`src/design/mmc3_settings.svh`:
```
//~~~~~~~~~~~~~~~~~~~~~~~~~~~~~~~~~~~~~~~~~~~~~~~~~~~~~~~~~~~~~~~~~~~~~~~~~~
// MMC3 mapper constants
//~~~~~~~~~~~~~~~~~~~~~~~~~~~~~~~~~~~~~~~~~~~~~~~~~~~~~~~~~~~~~~~~~~~~~~~~~~
`ifndef MMC3_SETTINGS_SVH
`define MMC3_SETTINGS_SVH

// NES side buses
`define MMC3_CPU_AW        16             // 6502 address bus
`define MMC3_PPU_AW        14             // PPU address bus
`define MMC3_OUT_AW        22             // Cart memory address space

// Bank number widths
`define MMC3_PRG_BANK_W    6              // Up to 64 PRG banks of 8 KB
`define MMC3_CHR_BANK_W    8              // Up to 256 CHR banks of 1 KB

// Hard-wired PRG banks
`define MMC3_PRG_LAST      6'b111111      // Always at $E000
`define MMC3_PRG_SLAST     6'b111110      // At $C000 or $8000 by mode

// A12 filter
`define MMC3_A12_COOL      4'd15          // Low ce cycles before next edge counts

// Placement inside the output space
`define MMC3_PRG_RAM_BASE  9'b111100000   // Top bits of the 8 KB PRG-RAM window
`define MMC3_CHR_ROM_BASE  3'b100         // Top bits of CHR space

`endif
```
`src/design/mmc3_state_pkg.sv`:
```
//~~~~~~~~~~~~~~~~~~~~~~~~~~~~~~~~~~~~~~~~~~~~~~~~~~~~~~~~~~~~~~~~~~~~~~~~~~
// MMC3 register state types
//~~~~~~~~~~~~~~~~~~~~~~~~~~~~~~~~~~~~~~~~~~~~~~~~~~~~~~~~~~~~~~~~~~~~~~~~~~
`include "mmc3_settings.svh"

package mmc3_state_pkg;

	// Banking and RAM control as written by the CPU
	typedef struct packed {
		// 2 KB banks, low bit comes from PPU A10
		logic [`MMC3_CHR_BANK_W-2:0] chr_bank_0;  // R0
		logic [`MMC3_CHR_BANK_W-2:0] chr_bank_1;  // R1
		// 1 KB banks
		logic [`MMC3_CHR_BANK_W-1:0] chr_bank_2;  // R2
		logic [`MMC3_CHR_BANK_W-1:0] chr_bank_3;  // R3
		logic [`MMC3_CHR_BANK_W-1:0] chr_bank_4;  // R4
		logic [`MMC3_CHR_BANK_W-1:0] chr_bank_5;  // R5
		logic [`MMC3_PRG_BANK_W-1:0] prg_bank_0;  // R6, swaps with $C000
		logic [`MMC3_PRG_BANK_W-1:0] prg_bank_1;  // R7, always $A000
		logic                        prg_mode;    // Swap $8000 and $C000
		logic                        chr_invert;  // Flip PPU A12
		logic                        mirroring;   // Set selects A10 for CIRAM
		logic                        ram_enable;  // Open $6000 window
		logic                        ram_protect; // Block stores to window
	} bank_regs_t;

	// Single cycle commands to the scanline counter
	typedef struct packed {
		logic       latch_wr;    // $C000
		logic       reload_wr;   // $C001
		logic       disable_wr;  // $E000
		logic       enable_wr;   // $E001
		logic [7:0] data;        // Store data for the latch
	} irq_cmd_t;

endpackage

```
`src/design/mmc3_bus_pkg.sv`:
```
//~~~~~~~~~~~~~~~~~~~~~~~~~~~~~~~~~~~~~~~~~~~~~~~~~~~~~~~~~~~~~~~~~~~~~~~~~~
// MMC3 bus types
//~~~~~~~~~~~~~~~~~~~~~~~~~~~~~~~~~~~~~~~~~~~~~~~~~~~~~~~~~~~~~~~~~~~~~~~~~~
`include "mmc3_settings.svh"

package mmc3_bus_pkg;

	// CPU access as the cart sees it
	typedef struct packed {
		logic [`MMC3_CPU_AW-1:0] addr;   // 6502 address
		logic [7:0]              data;   // Store data
		logic                    write;  // High on a store
	} cpu_bus_t;

	// Mapped CPU access
	typedef struct packed {
		logic [`MMC3_OUT_AW-1:0] aout;   // PRG-ROM or PRG-RAM address
		logic                    allow;  // Memory may act on this access
	} prg_out_t;

	// Mapped PPU access
	typedef struct packed {
		logic [`MMC3_OUT_AW-1:0] aout;      // CHR address
		logic                    allow;     // CHR write permit
		logic                    vram_a10;  // CIRAM A10
		logic                    vram_ce;   // Goes to internal 2 KB VRAM
	} chr_out_t;

endpackage

```
`src/design/mmc3_top.sv`:
```
//~~~~~~~~~~~~~~~~~~~~~~~~~~~~~~~~~~~~~~~~~~~~~~~~~~~~~~~~~~~~~~~~~~~~~~~~~~
// MMC3 mapper top
//~~~~~~~~~~~~~~~~~~~~~~~~~~~~~~~~~~~~~~~~~~~~~~~~~~~~~~~~~~~~~~~~~~~~~~~~~~
`timescale 1ns/1ps
`include "mmc3_settings.svh"

module mmc3_top (
	input  logic                    clk,
	input  logic                    arst_n,
	input  logic                    ce,        // M2 enable
	input  mmc3_bus_pkg::cpu_bus_t  cpu,
	input  logic [`MMC3_PPU_AW-1:0] ppu_addr,
	input  logic                    chr_ram,   // CHR is RAM on this board
	output mmc3_bus_pkg::prg_out_t  prg,
	output mmc3_bus_pkg::chr_out_t  chr,
	output logic                    irq
);

	mmc3_state_pkg::bank_regs_t regs;     // Banking state
	mmc3_state_pkg::irq_cmd_t   irq_cmd;  // $C000-$E001 strobes
	logic                       ram_sel;  // PRG-RAM hit

	mmc3_regs u_regs (
		.clk     (clk),
		.arst_n  (arst_n),
		.ce      (ce),
		.cpu     (cpu),
		.regs    (regs),
		.irq_cmd (irq_cmd)
	);

	mmc3_prg_map u_prg_map (
		.cpu     (cpu),
		.regs    (regs),
		.prg     (prg),
		.ram_sel (ram_sel)
	);

	mmc3_chr_map u_chr_map (
		.ppu_addr (ppu_addr),
		.chr_ram  (chr_ram),
		.regs     (regs),
		.chr      (chr)
	);

	mmc3_scanline_irq u_irq (
		.clk    (clk),
		.arst_n (arst_n),
		.ce     (ce),
		.a12    (ppu_addr[12]),  // Sprite fetch edge per scanline
		.cmd    (irq_cmd),
		.irq    (irq)
	);

endmodule

```
`src/design/mmc3_scanline_irq.sv`:
```
//~~~~~~~~~~~~~~~~~~~~~~~~~~~~~~~~~~~~~~~~~~~~~~~~~~~~~~~~~~~~~~~~~~~~~~~~~~
// MMC3 scanline IRQ counter
//~~~~~~~~~~~~~~~~~~~~~~~~~~~~~~~~~~~~~~~~~~~~~~~~~~~~~~~~~~~~~~~~~~~~~~~~~~
`timescale 1ns/1ps
`include "mmc3_settings.svh"

module mmc3_scanline_irq (
	input  logic                     clk,
	input  logic                     arst_n,
	input  logic                     ce,    // M2 enable
	input  logic                     a12,   // PPU A12
	input  mmc3_state_pkg::irq_cmd_t cmd,
	output logic                     irq
);

	logic [7:0] latch;        // Reload value from $C000
	logic [7:0] counter;      // Scanline count
	logic [7:0] next_count;   // Value taken on a counter clock
	logic       reload_pend;  // $C001 seen since last clock
	logic       irq_en;       // Set by $E001
	logic [3:0] cool;         // A12 low time filter
	logic       count_clk;    // Filtered A12 rise

	// A12 only counts after a long enough low period
	assign count_clk  = ce && a12 && (cool == 4'd0);
	assign next_count = (counter == 8'd0 || reload_pend) ? latch : counter - 8'd1;

	always_ff @(posedge clk or negedge arst_n) begin
		if (!arst_n) begin
			latch       <= '0;
			counter     <= '0;
			reload_pend <= 1'b0;
			irq_en      <= 1'b0;
			cool        <= '0;
			irq         <= 1'b0;
		end else begin
			if (ce) begin
				if (a12)
					cool <= `MMC3_A12_COOL;  // Rearm while high
				else if (cool != 4'd0)
					cool <= cool - 4'd1;
			end

			// New behavior fires whenever the count lands on zero
			if (count_clk) begin
				counter     <= next_count;
				reload_pend <= 1'b0;
				if (next_count == 8'd0 && irq_en)
					irq <= 1'b1;
			end

			// CPU commands win over the counter clock
			if (cmd.latch_wr)
				latch <= cmd.data;
			if (cmd.reload_wr)
				reload_pend <= 1'b1;
			if (cmd.enable_wr)
				irq_en <= 1'b1;
			if (cmd.disable_wr) begin
				irq_en <= 1'b0;
				irq    <= 1'b0;  // Acknowledge
			end
		end
	end

endmodule

```
`src/design/mmc3_chr_map.sv`:
```
//~~~~~~~~~~~~~~~~~~~~~~~~~~~~~~~~~~~~~~~~~~~~~~~~~~~~~~~~~~~~~~~~~~~~~~~~~~
// MMC3 CHR address map
//~~~~~~~~~~~~~~~~~~~~~~~~~~~~~~~~~~~~~~~~~~~~~~~~~~~~~~~~~~~~~~~~~~~~~~~~~~
`timescale 1ns/1ps
`include "mmc3_settings.svh"

module mmc3_chr_map (
	input  logic [`MMC3_PPU_AW-1:0]    ppu_addr,
	input  logic                       chr_ram,   // Cart has CHR RAM
	input  mmc3_state_pkg::bank_regs_t regs,
	output mmc3_bus_pkg::chr_out_t     chr
);

	logic                        a12_eff;   // Pattern table half after inversion
	logic [`MMC3_CHR_BANK_W-1:0] chr_bank;  // 1 KB bank number

	assign a12_eff = ppu_addr[12] ^ regs.chr_invert;

	always_comb begin
		casez ({a12_eff, ppu_addr[11:10]})
			3'b00?:  chr_bank = {regs.chr_bank_0, ppu_addr[10]};  // 2 KB halves
			3'b01?:  chr_bank = {regs.chr_bank_1, ppu_addr[10]};
			3'b100:  chr_bank = regs.chr_bank_2;
			3'b101:  chr_bank = regs.chr_bank_3;
			3'b110:  chr_bank = regs.chr_bank_4;
			default: chr_bank = regs.chr_bank_5;
		endcase
	end

	always_comb begin
		chr.aout     = {`MMC3_CHR_ROM_BASE, 1'b0, chr_bank, ppu_addr[9:0]};  // Bank bit 8 unused
		chr.allow    = chr_ram;
		chr.vram_a10 = regs.mirroring ? ppu_addr[10] : ppu_addr[11];
		chr.vram_ce  = ppu_addr[13];  // Nametables at $2000 and up
	end

endmodule

```
`src/design/mmc3_prg_map.sv`:
```
//~~~~~~~~~~~~~~~~~~~~~~~~~~~~~~~~~~~~~~~~~~~~~~~~~~~~~~~~~~~~~~~~~~~~~~~~~~
// MMC3 PRG address map
//~~~~~~~~~~~~~~~~~~~~~~~~~~~~~~~~~~~~~~~~~~~~~~~~~~~~~~~~~~~~~~~~~~~~~~~~~~
`timescale 1ns/1ps
`include "mmc3_settings.svh"

module mmc3_prg_map (
	input  mmc3_bus_pkg::cpu_bus_t     cpu,
	input  mmc3_state_pkg::bank_regs_t regs,
	output mmc3_bus_pkg::prg_out_t     prg,
	output logic                       ram_sel  // Access goes to PRG-RAM
);

	logic [`MMC3_PRG_BANK_W-1:0] prg_bank;  // 8 KB bank for this slot
	logic                        ram_win;   // $6000-$7FFF

	// Slot from A14 A13, mode swaps the two outer switchable slots
	always_comb begin
		case ({cpu.addr[14:13], regs.prg_mode})
			3'b00_0: prg_bank = regs.prg_bank_0;      // $8000 R6
			3'b00_1: prg_bank = `MMC3_PRG_SLAST;      // $8000 fixed
			3'b01_0,
			3'b01_1: prg_bank = regs.prg_bank_1;      // $A000 R7 in both modes
			3'b10_0: prg_bank = `MMC3_PRG_SLAST;      // $C000 fixed
			3'b10_1: prg_bank = regs.prg_bank_0;      // $C000 R6
			default: prg_bank = `MMC3_PRG_LAST;       // $E000 always last
		endcase
	end

	assign ram_win = (cpu.addr[15:13] == 3'b011);
	assign ram_sel = ram_win && regs.ram_enable && !(regs.ram_protect && cpu.write);

	always_comb begin
		prg.allow = (cpu.addr[15] && !cpu.write) || ram_sel;  // ROM is read only
		if (ram_sel)
			prg.aout = {`MMC3_PRG_RAM_BASE, cpu.addr[12:0]};
		else
			prg.aout = {3'b000, prg_bank, cpu.addr[12:0]};
	end

endmodule

```
`src/design/mmc3_regs.sv`:
```
//~~~~~~~~~~~~~~~~~~~~~~~~~~~~~~~~~~~~~~~~~~~~~~~~~~~~~~~~~~~~~~~~~~~~~~~~~~
// MMC3 CPU register file
//~~~~~~~~~~~~~~~~~~~~~~~~~~~~~~~~~~~~~~~~~~~~~~~~~~~~~~~~~~~~~~~~~~~~~~~~~~
`timescale 1ns/1ps
`include "mmc3_settings.svh"

module mmc3_regs (
	input  logic                       clk,
	input  logic                       arst_n,
	input  logic                       ce,       // M2 enable
	input  mmc3_bus_pkg::cpu_bus_t     cpu,
	output mmc3_state_pkg::bank_regs_t regs,
	output mmc3_state_pkg::irq_cmd_t   irq_cmd
);

	logic [2:0] bank_sel;  // Target of the next bank data write
	logic       reg_wr;    // Store into $8000-$FFFF this cycle
	logic [2:0] reg_addr;  // A14 A13 A0 picks the register

	assign reg_wr   = ce && cpu.write && cpu.addr[15];
	assign reg_addr = {cpu.addr[14:13], cpu.addr[0]};

	always_ff @(posedge clk or negedge arst_n) begin
		if (!arst_n) begin
			bank_sel <= '0;
			regs     <= '0;
		end else if (reg_wr) begin
			case (reg_addr)
				3'b00_0: begin  // $8000 bank select
					regs.chr_invert <= cpu.data[7];
					regs.prg_mode   <= cpu.data[6];
					bank_sel        <= cpu.data[2:0];
				end
				3'b00_1: begin  // $8001 bank data
					case (bank_sel)
						3'd0: regs.chr_bank_0 <= cpu.data[7:1];  // 2 KB, even banks only
						3'd1: regs.chr_bank_1 <= cpu.data[7:1];
						3'd2: regs.chr_bank_2 <= cpu.data;
						3'd3: regs.chr_bank_3 <= cpu.data;
						3'd4: regs.chr_bank_4 <= cpu.data;
						3'd5: regs.chr_bank_5 <= cpu.data;
						3'd6: regs.prg_bank_0 <= cpu.data[`MMC3_PRG_BANK_W-1:0];
						3'd7: regs.prg_bank_1 <= cpu.data[`MMC3_PRG_BANK_W-1:0];
					endcase
				end
				3'b01_0: regs.mirroring <= !cpu.data[0];  // $A000, 0 written means vertical
				3'b01_1: begin  // $A001 PRG-RAM protect
					regs.ram_enable  <= cpu.data[7];
					regs.ram_protect <= cpu.data[6];
				end
				default: ;  // $C000-$FFFF handled by the counter
			endcase
		end
	end

	// IRQ registers go out as strobes
	always_comb begin
		irq_cmd.latch_wr   = reg_wr && (reg_addr == 3'b10_0);  // $C000
		irq_cmd.reload_wr  = reg_wr && (reg_addr == 3'b10_1);  // $C001
		irq_cmd.disable_wr = reg_wr && (reg_addr == 3'b11_0);  // $E000
		irq_cmd.enable_wr  = reg_wr && (reg_addr == 3'b11_1);  // $E001
		irq_cmd.data       = cpu.data;
	end

endmodule

```
`config.mk`:
```
export PLATFORM = sky130hd
export DESIGN_NAME = mmc3_top
export DESIGN_NICKNAME = d
export VERILOG_FILES = /design/src/design/mmc3_state_pkg.sv /design/src/design/mmc3_bus_pkg.sv /design/src/design/mmc3_top.sv /design/src/design/mmc3_scanline_irq.sv /design/src/design/mmc3_chr_map.sv /design/src/design/mmc3_prg_map.sv /design/src/design/mmc3_regs.sv
export VERILOG_INCLUDE_DIRS = /design/src /design/src/design
export SDC_FILE = /design/constraint.sdc
export NUM_CORES = 1
export LEC_CHECK = 0
export ABC_AREA = 0
export BUFFER_PORTS_ARGS = -buffer_cell sky130_fd_sc_hd__buf_2
export CAP_MARGIN = 25
export CORE_ASPECT_RATIO = 0.9
export CORE_MARGIN = 2
export CORE_UTILIZATION = 50
export DETAILED_ROUTE_END_ITERATION = 10
export GPL_ROUTABILITY_DRIVEN = 1
export PLACE_DENSITY = 0.73
export RECOVER_POWER = 50
export SLEW_MARGIN = 25
export SYNTH_ARGS = -nofsm -noshare
export SYNTH_HDL_FRONTEND = slang
export SYNTH_SLANG_ARGS = --single-unit
```
`constraint.sdc`:
```
create_clock -name clk -period 6.12 [get_ports clk]
set_input_delay 1.53 -clock clk [delete_from_list [all_inputs] [get_ports clk]]
set_output_delay 1.53 -clock clk [all_outputs]
set_load 0.005 [all_outputs]
```
==> impl_metrics.ini <==
[logic_synthesis]
ys.flop_type = dfrtp_1
ys_ff_latch = 89
synth_edf_count = 0
syn-cell-area_mm2 = 0.004808
synthArstFlopShare = 1.000
ys_warn_count = 0
ys_seq_area_frac = 0.4632
synth_top_cell_by_area = dfrtp_1
synth_cells = 435
ys_top_cells_by_area = dfrtp_1 46%, mux2_2 16%, buf_4 5.2%
avgSynthCellArea_um2 = 11.05
synth_cell_types = 57
synth_top_area_share = 0.4632

[final_layout]
mostFrequentLayoutCells = 89 x dfrtp_1, 70 x mux2_2, 37 x buf_2
nFillCells = 797
layout_commonest_cell = dfrtp_1
antenna_cells = 0
final_cell_area_mm2 = 0.004965
area_growth_pct = 3.253
nNetsFinal = 479
drive_gt1_frac = 0.3204
final_core_util = 0.5368
post_layout_nonfiller_instances = 559

[timing]
finalWorstSetupSlack_ps = 1545
fmax_ghz = 0.2186
fin_crit_ps = 4575
skew_ps = 14.96
rsz0062_at_grt = no
hold-worst-slack_ps = 494.6
maxSlewHeadroom = -0.08543
final_max_slew_viol_count = 69
setup_tns_ps = 0
hold_viol = 0
min_period_over_period = 0.7475
setup_viol = 0
max_slew.worst_pin.slew_ps = 1628

[placement]
place_ws_ps = 1573
dpl_cell_area_mm2 = 0.004812
dp.cells = 543
gp_congestion = 0.8274
hpwl_um = 6873
port-buffer-count = 39

[status]
status = finished, violations left
violations = max-capacitance violations, max-slew violations

[hold_path]
min_path_type = reg2reg

[routing]
route.met3.wl_um = 553
drt_iter0_drc = 147
firstDrtPassIters = 4
viasPerCell = 5.780
routed_wl_um = 9826
vias = 3231
drc = 0
highest_layer = met4
ant_nets = 0
routedLengthMet1_um = 4418
post_drt_wl_per_cell_um = 17.58
met2WireLength_um = 4584

[flow_run]
maxCapViolCount = 1

[pwr]
power_density_mw_per_mm2 = 257.9
fin_total_pwr_mw = 1.280
p_leak_nw = 2.354
peakVddDrop_v = 0.0001567

[grt]
grt_pass1_vias = 3224
grt_max_degree = 69
antenna_found_initial = 0
track_usage = 0.1991
grt_pass1_wl_um = 16260
grt_overflow = 0

[clock_tree]
clockBufferDepth = 2
path_clk_slew_ps = 90
numClockSinks = 89
cts_tree = built
postCtsHoldBufs = 0
postCtsSetupBuffers = 0
cts_resized = 0
root_buffer = clkbuf_8
numCtsBuffers = 9
htreeDepth = 3
clk_latency_ps = 360

[setup_path]
critPathMaxFanout = 10
start_kind = input pin
end_kind = output pin
crit_arrival_ps = 3040
crit_required_ps = 4590
crit_type = in2out

[floorplanning]
row_count = 33
die_x_um = 107.4
core_mm2 = 0.009249
dieArea_mm2 = 0.01042
ios = 92
start_util = 0.5199
die_h_um = 97.03
==> cell usage after synthesis (all sizes together) (4+ instances only) <==
master   n
a22oi    8
nand2   20
clkbuf   9
nor4     5
mux2i    7
and3     4
a21oi   20
o21ai   28
xor2     4
ha       4
nor2    35
nand3    6
dfrtp   89
o32ai    4
inv      8
a31oi    5
and2     8
nor3     7
buf     47
mux2    77
==> per-layer routing <==
metal | track usage | vias up
li1 | - | 1505
met1 | 0.2547 | 1596
met2 | 0.3169 | 100
met3 | 0.05795 | 30
met4 | 0.07988 | 0
met5 | 0 | -
==> kinds of logic (layout without fill, tap and decap cells) <==
group	count (synthesis)	after routing	share of synthesized area
adder cells (fa/ha/maj)	4	4	0.01041
buffers and inverters	64	64	0.08145
XOR/XNOR	6	6	0.01249
flip-flops	89	89	0.4632
AO/OA/AOI/OAI	80	80	0.1017
AND/OR/NAND/NOR	106	106	0.1288
other	2	4	0.001562
multiplexers	84	84	0.2004
==> where the power goes <==
group | leakage (nW) | internal, mW | switching (mW)
Combinational | 1.10 | 0.100 | 0.122
Clock | 0.0801 | 0.151 | 0.209
Sequential | 1.17 | 0.646 | 0.0524
==> critical path, cell delays in order <==
cell	delay, ps
buf_2	200
xor2_2	360
and2_0	350
nand2_1	220
nor2_1	170
a21oi_1	70
buf_2	140
==> worst paths after layout <==
check | from | to | slack [ps] | depth (start not counted)
min | u_irq.irq$_DFFE_PN0P_ | u_irq.irq$_DFFE_PN0P_ | 490 | 2
max reg2reg | u_irq.cool[0]$_DFFE_PN0P_ | u_irq.irq$_DFFE_PN0P_ | 3750 | 7
max in group asynchronous | arst_n | u_regs.regs[46]$_DFFE_PN0P_ | 2520 | 2
min in group asynchronous | arst_n | u_irq.counter[4]$_DFFE_PN0P_ | 1400 | 1
max | ppu_addr[12] | chr[19] | 1550 | 7
min reg2reg | u_irq.irq$_DFFE_PN0P_ | u_irq.irq$_DFFE_PN0P_ | 490 | 2
==> flip-flops by register name (all words and copies together) (netlist names) <==
name	cells
u_regs.regs	63
u_irq.counter	8
u_irq.latch	8
u_irq.cool	4
u_regs.bank_sel	3
u_irq.irq	1
u_irq.irq_en	1
u_irq.reload_pend	1
==> cell type report <==
| class | instances | area (um^2) | share of cell area |
|---|---|---|---|
| clock buffer | 11 | 131.4 | 0.02646 |
| clock inverter | 5 | 41.29 | 0.008317 |
| inverter | 8 | 30.03 | 0.006048 |
| multi-input combinational | 284 | 2185 | 0.4400 |
| sequential | 89 | 2227 | 0.4486 |
| tap | 122 | 152.6 | 0.03075 |
| timing repair buffer | 40 | 197.7 | 0.03982 |
Note: power is estimated with default switching activity, not from simulation.
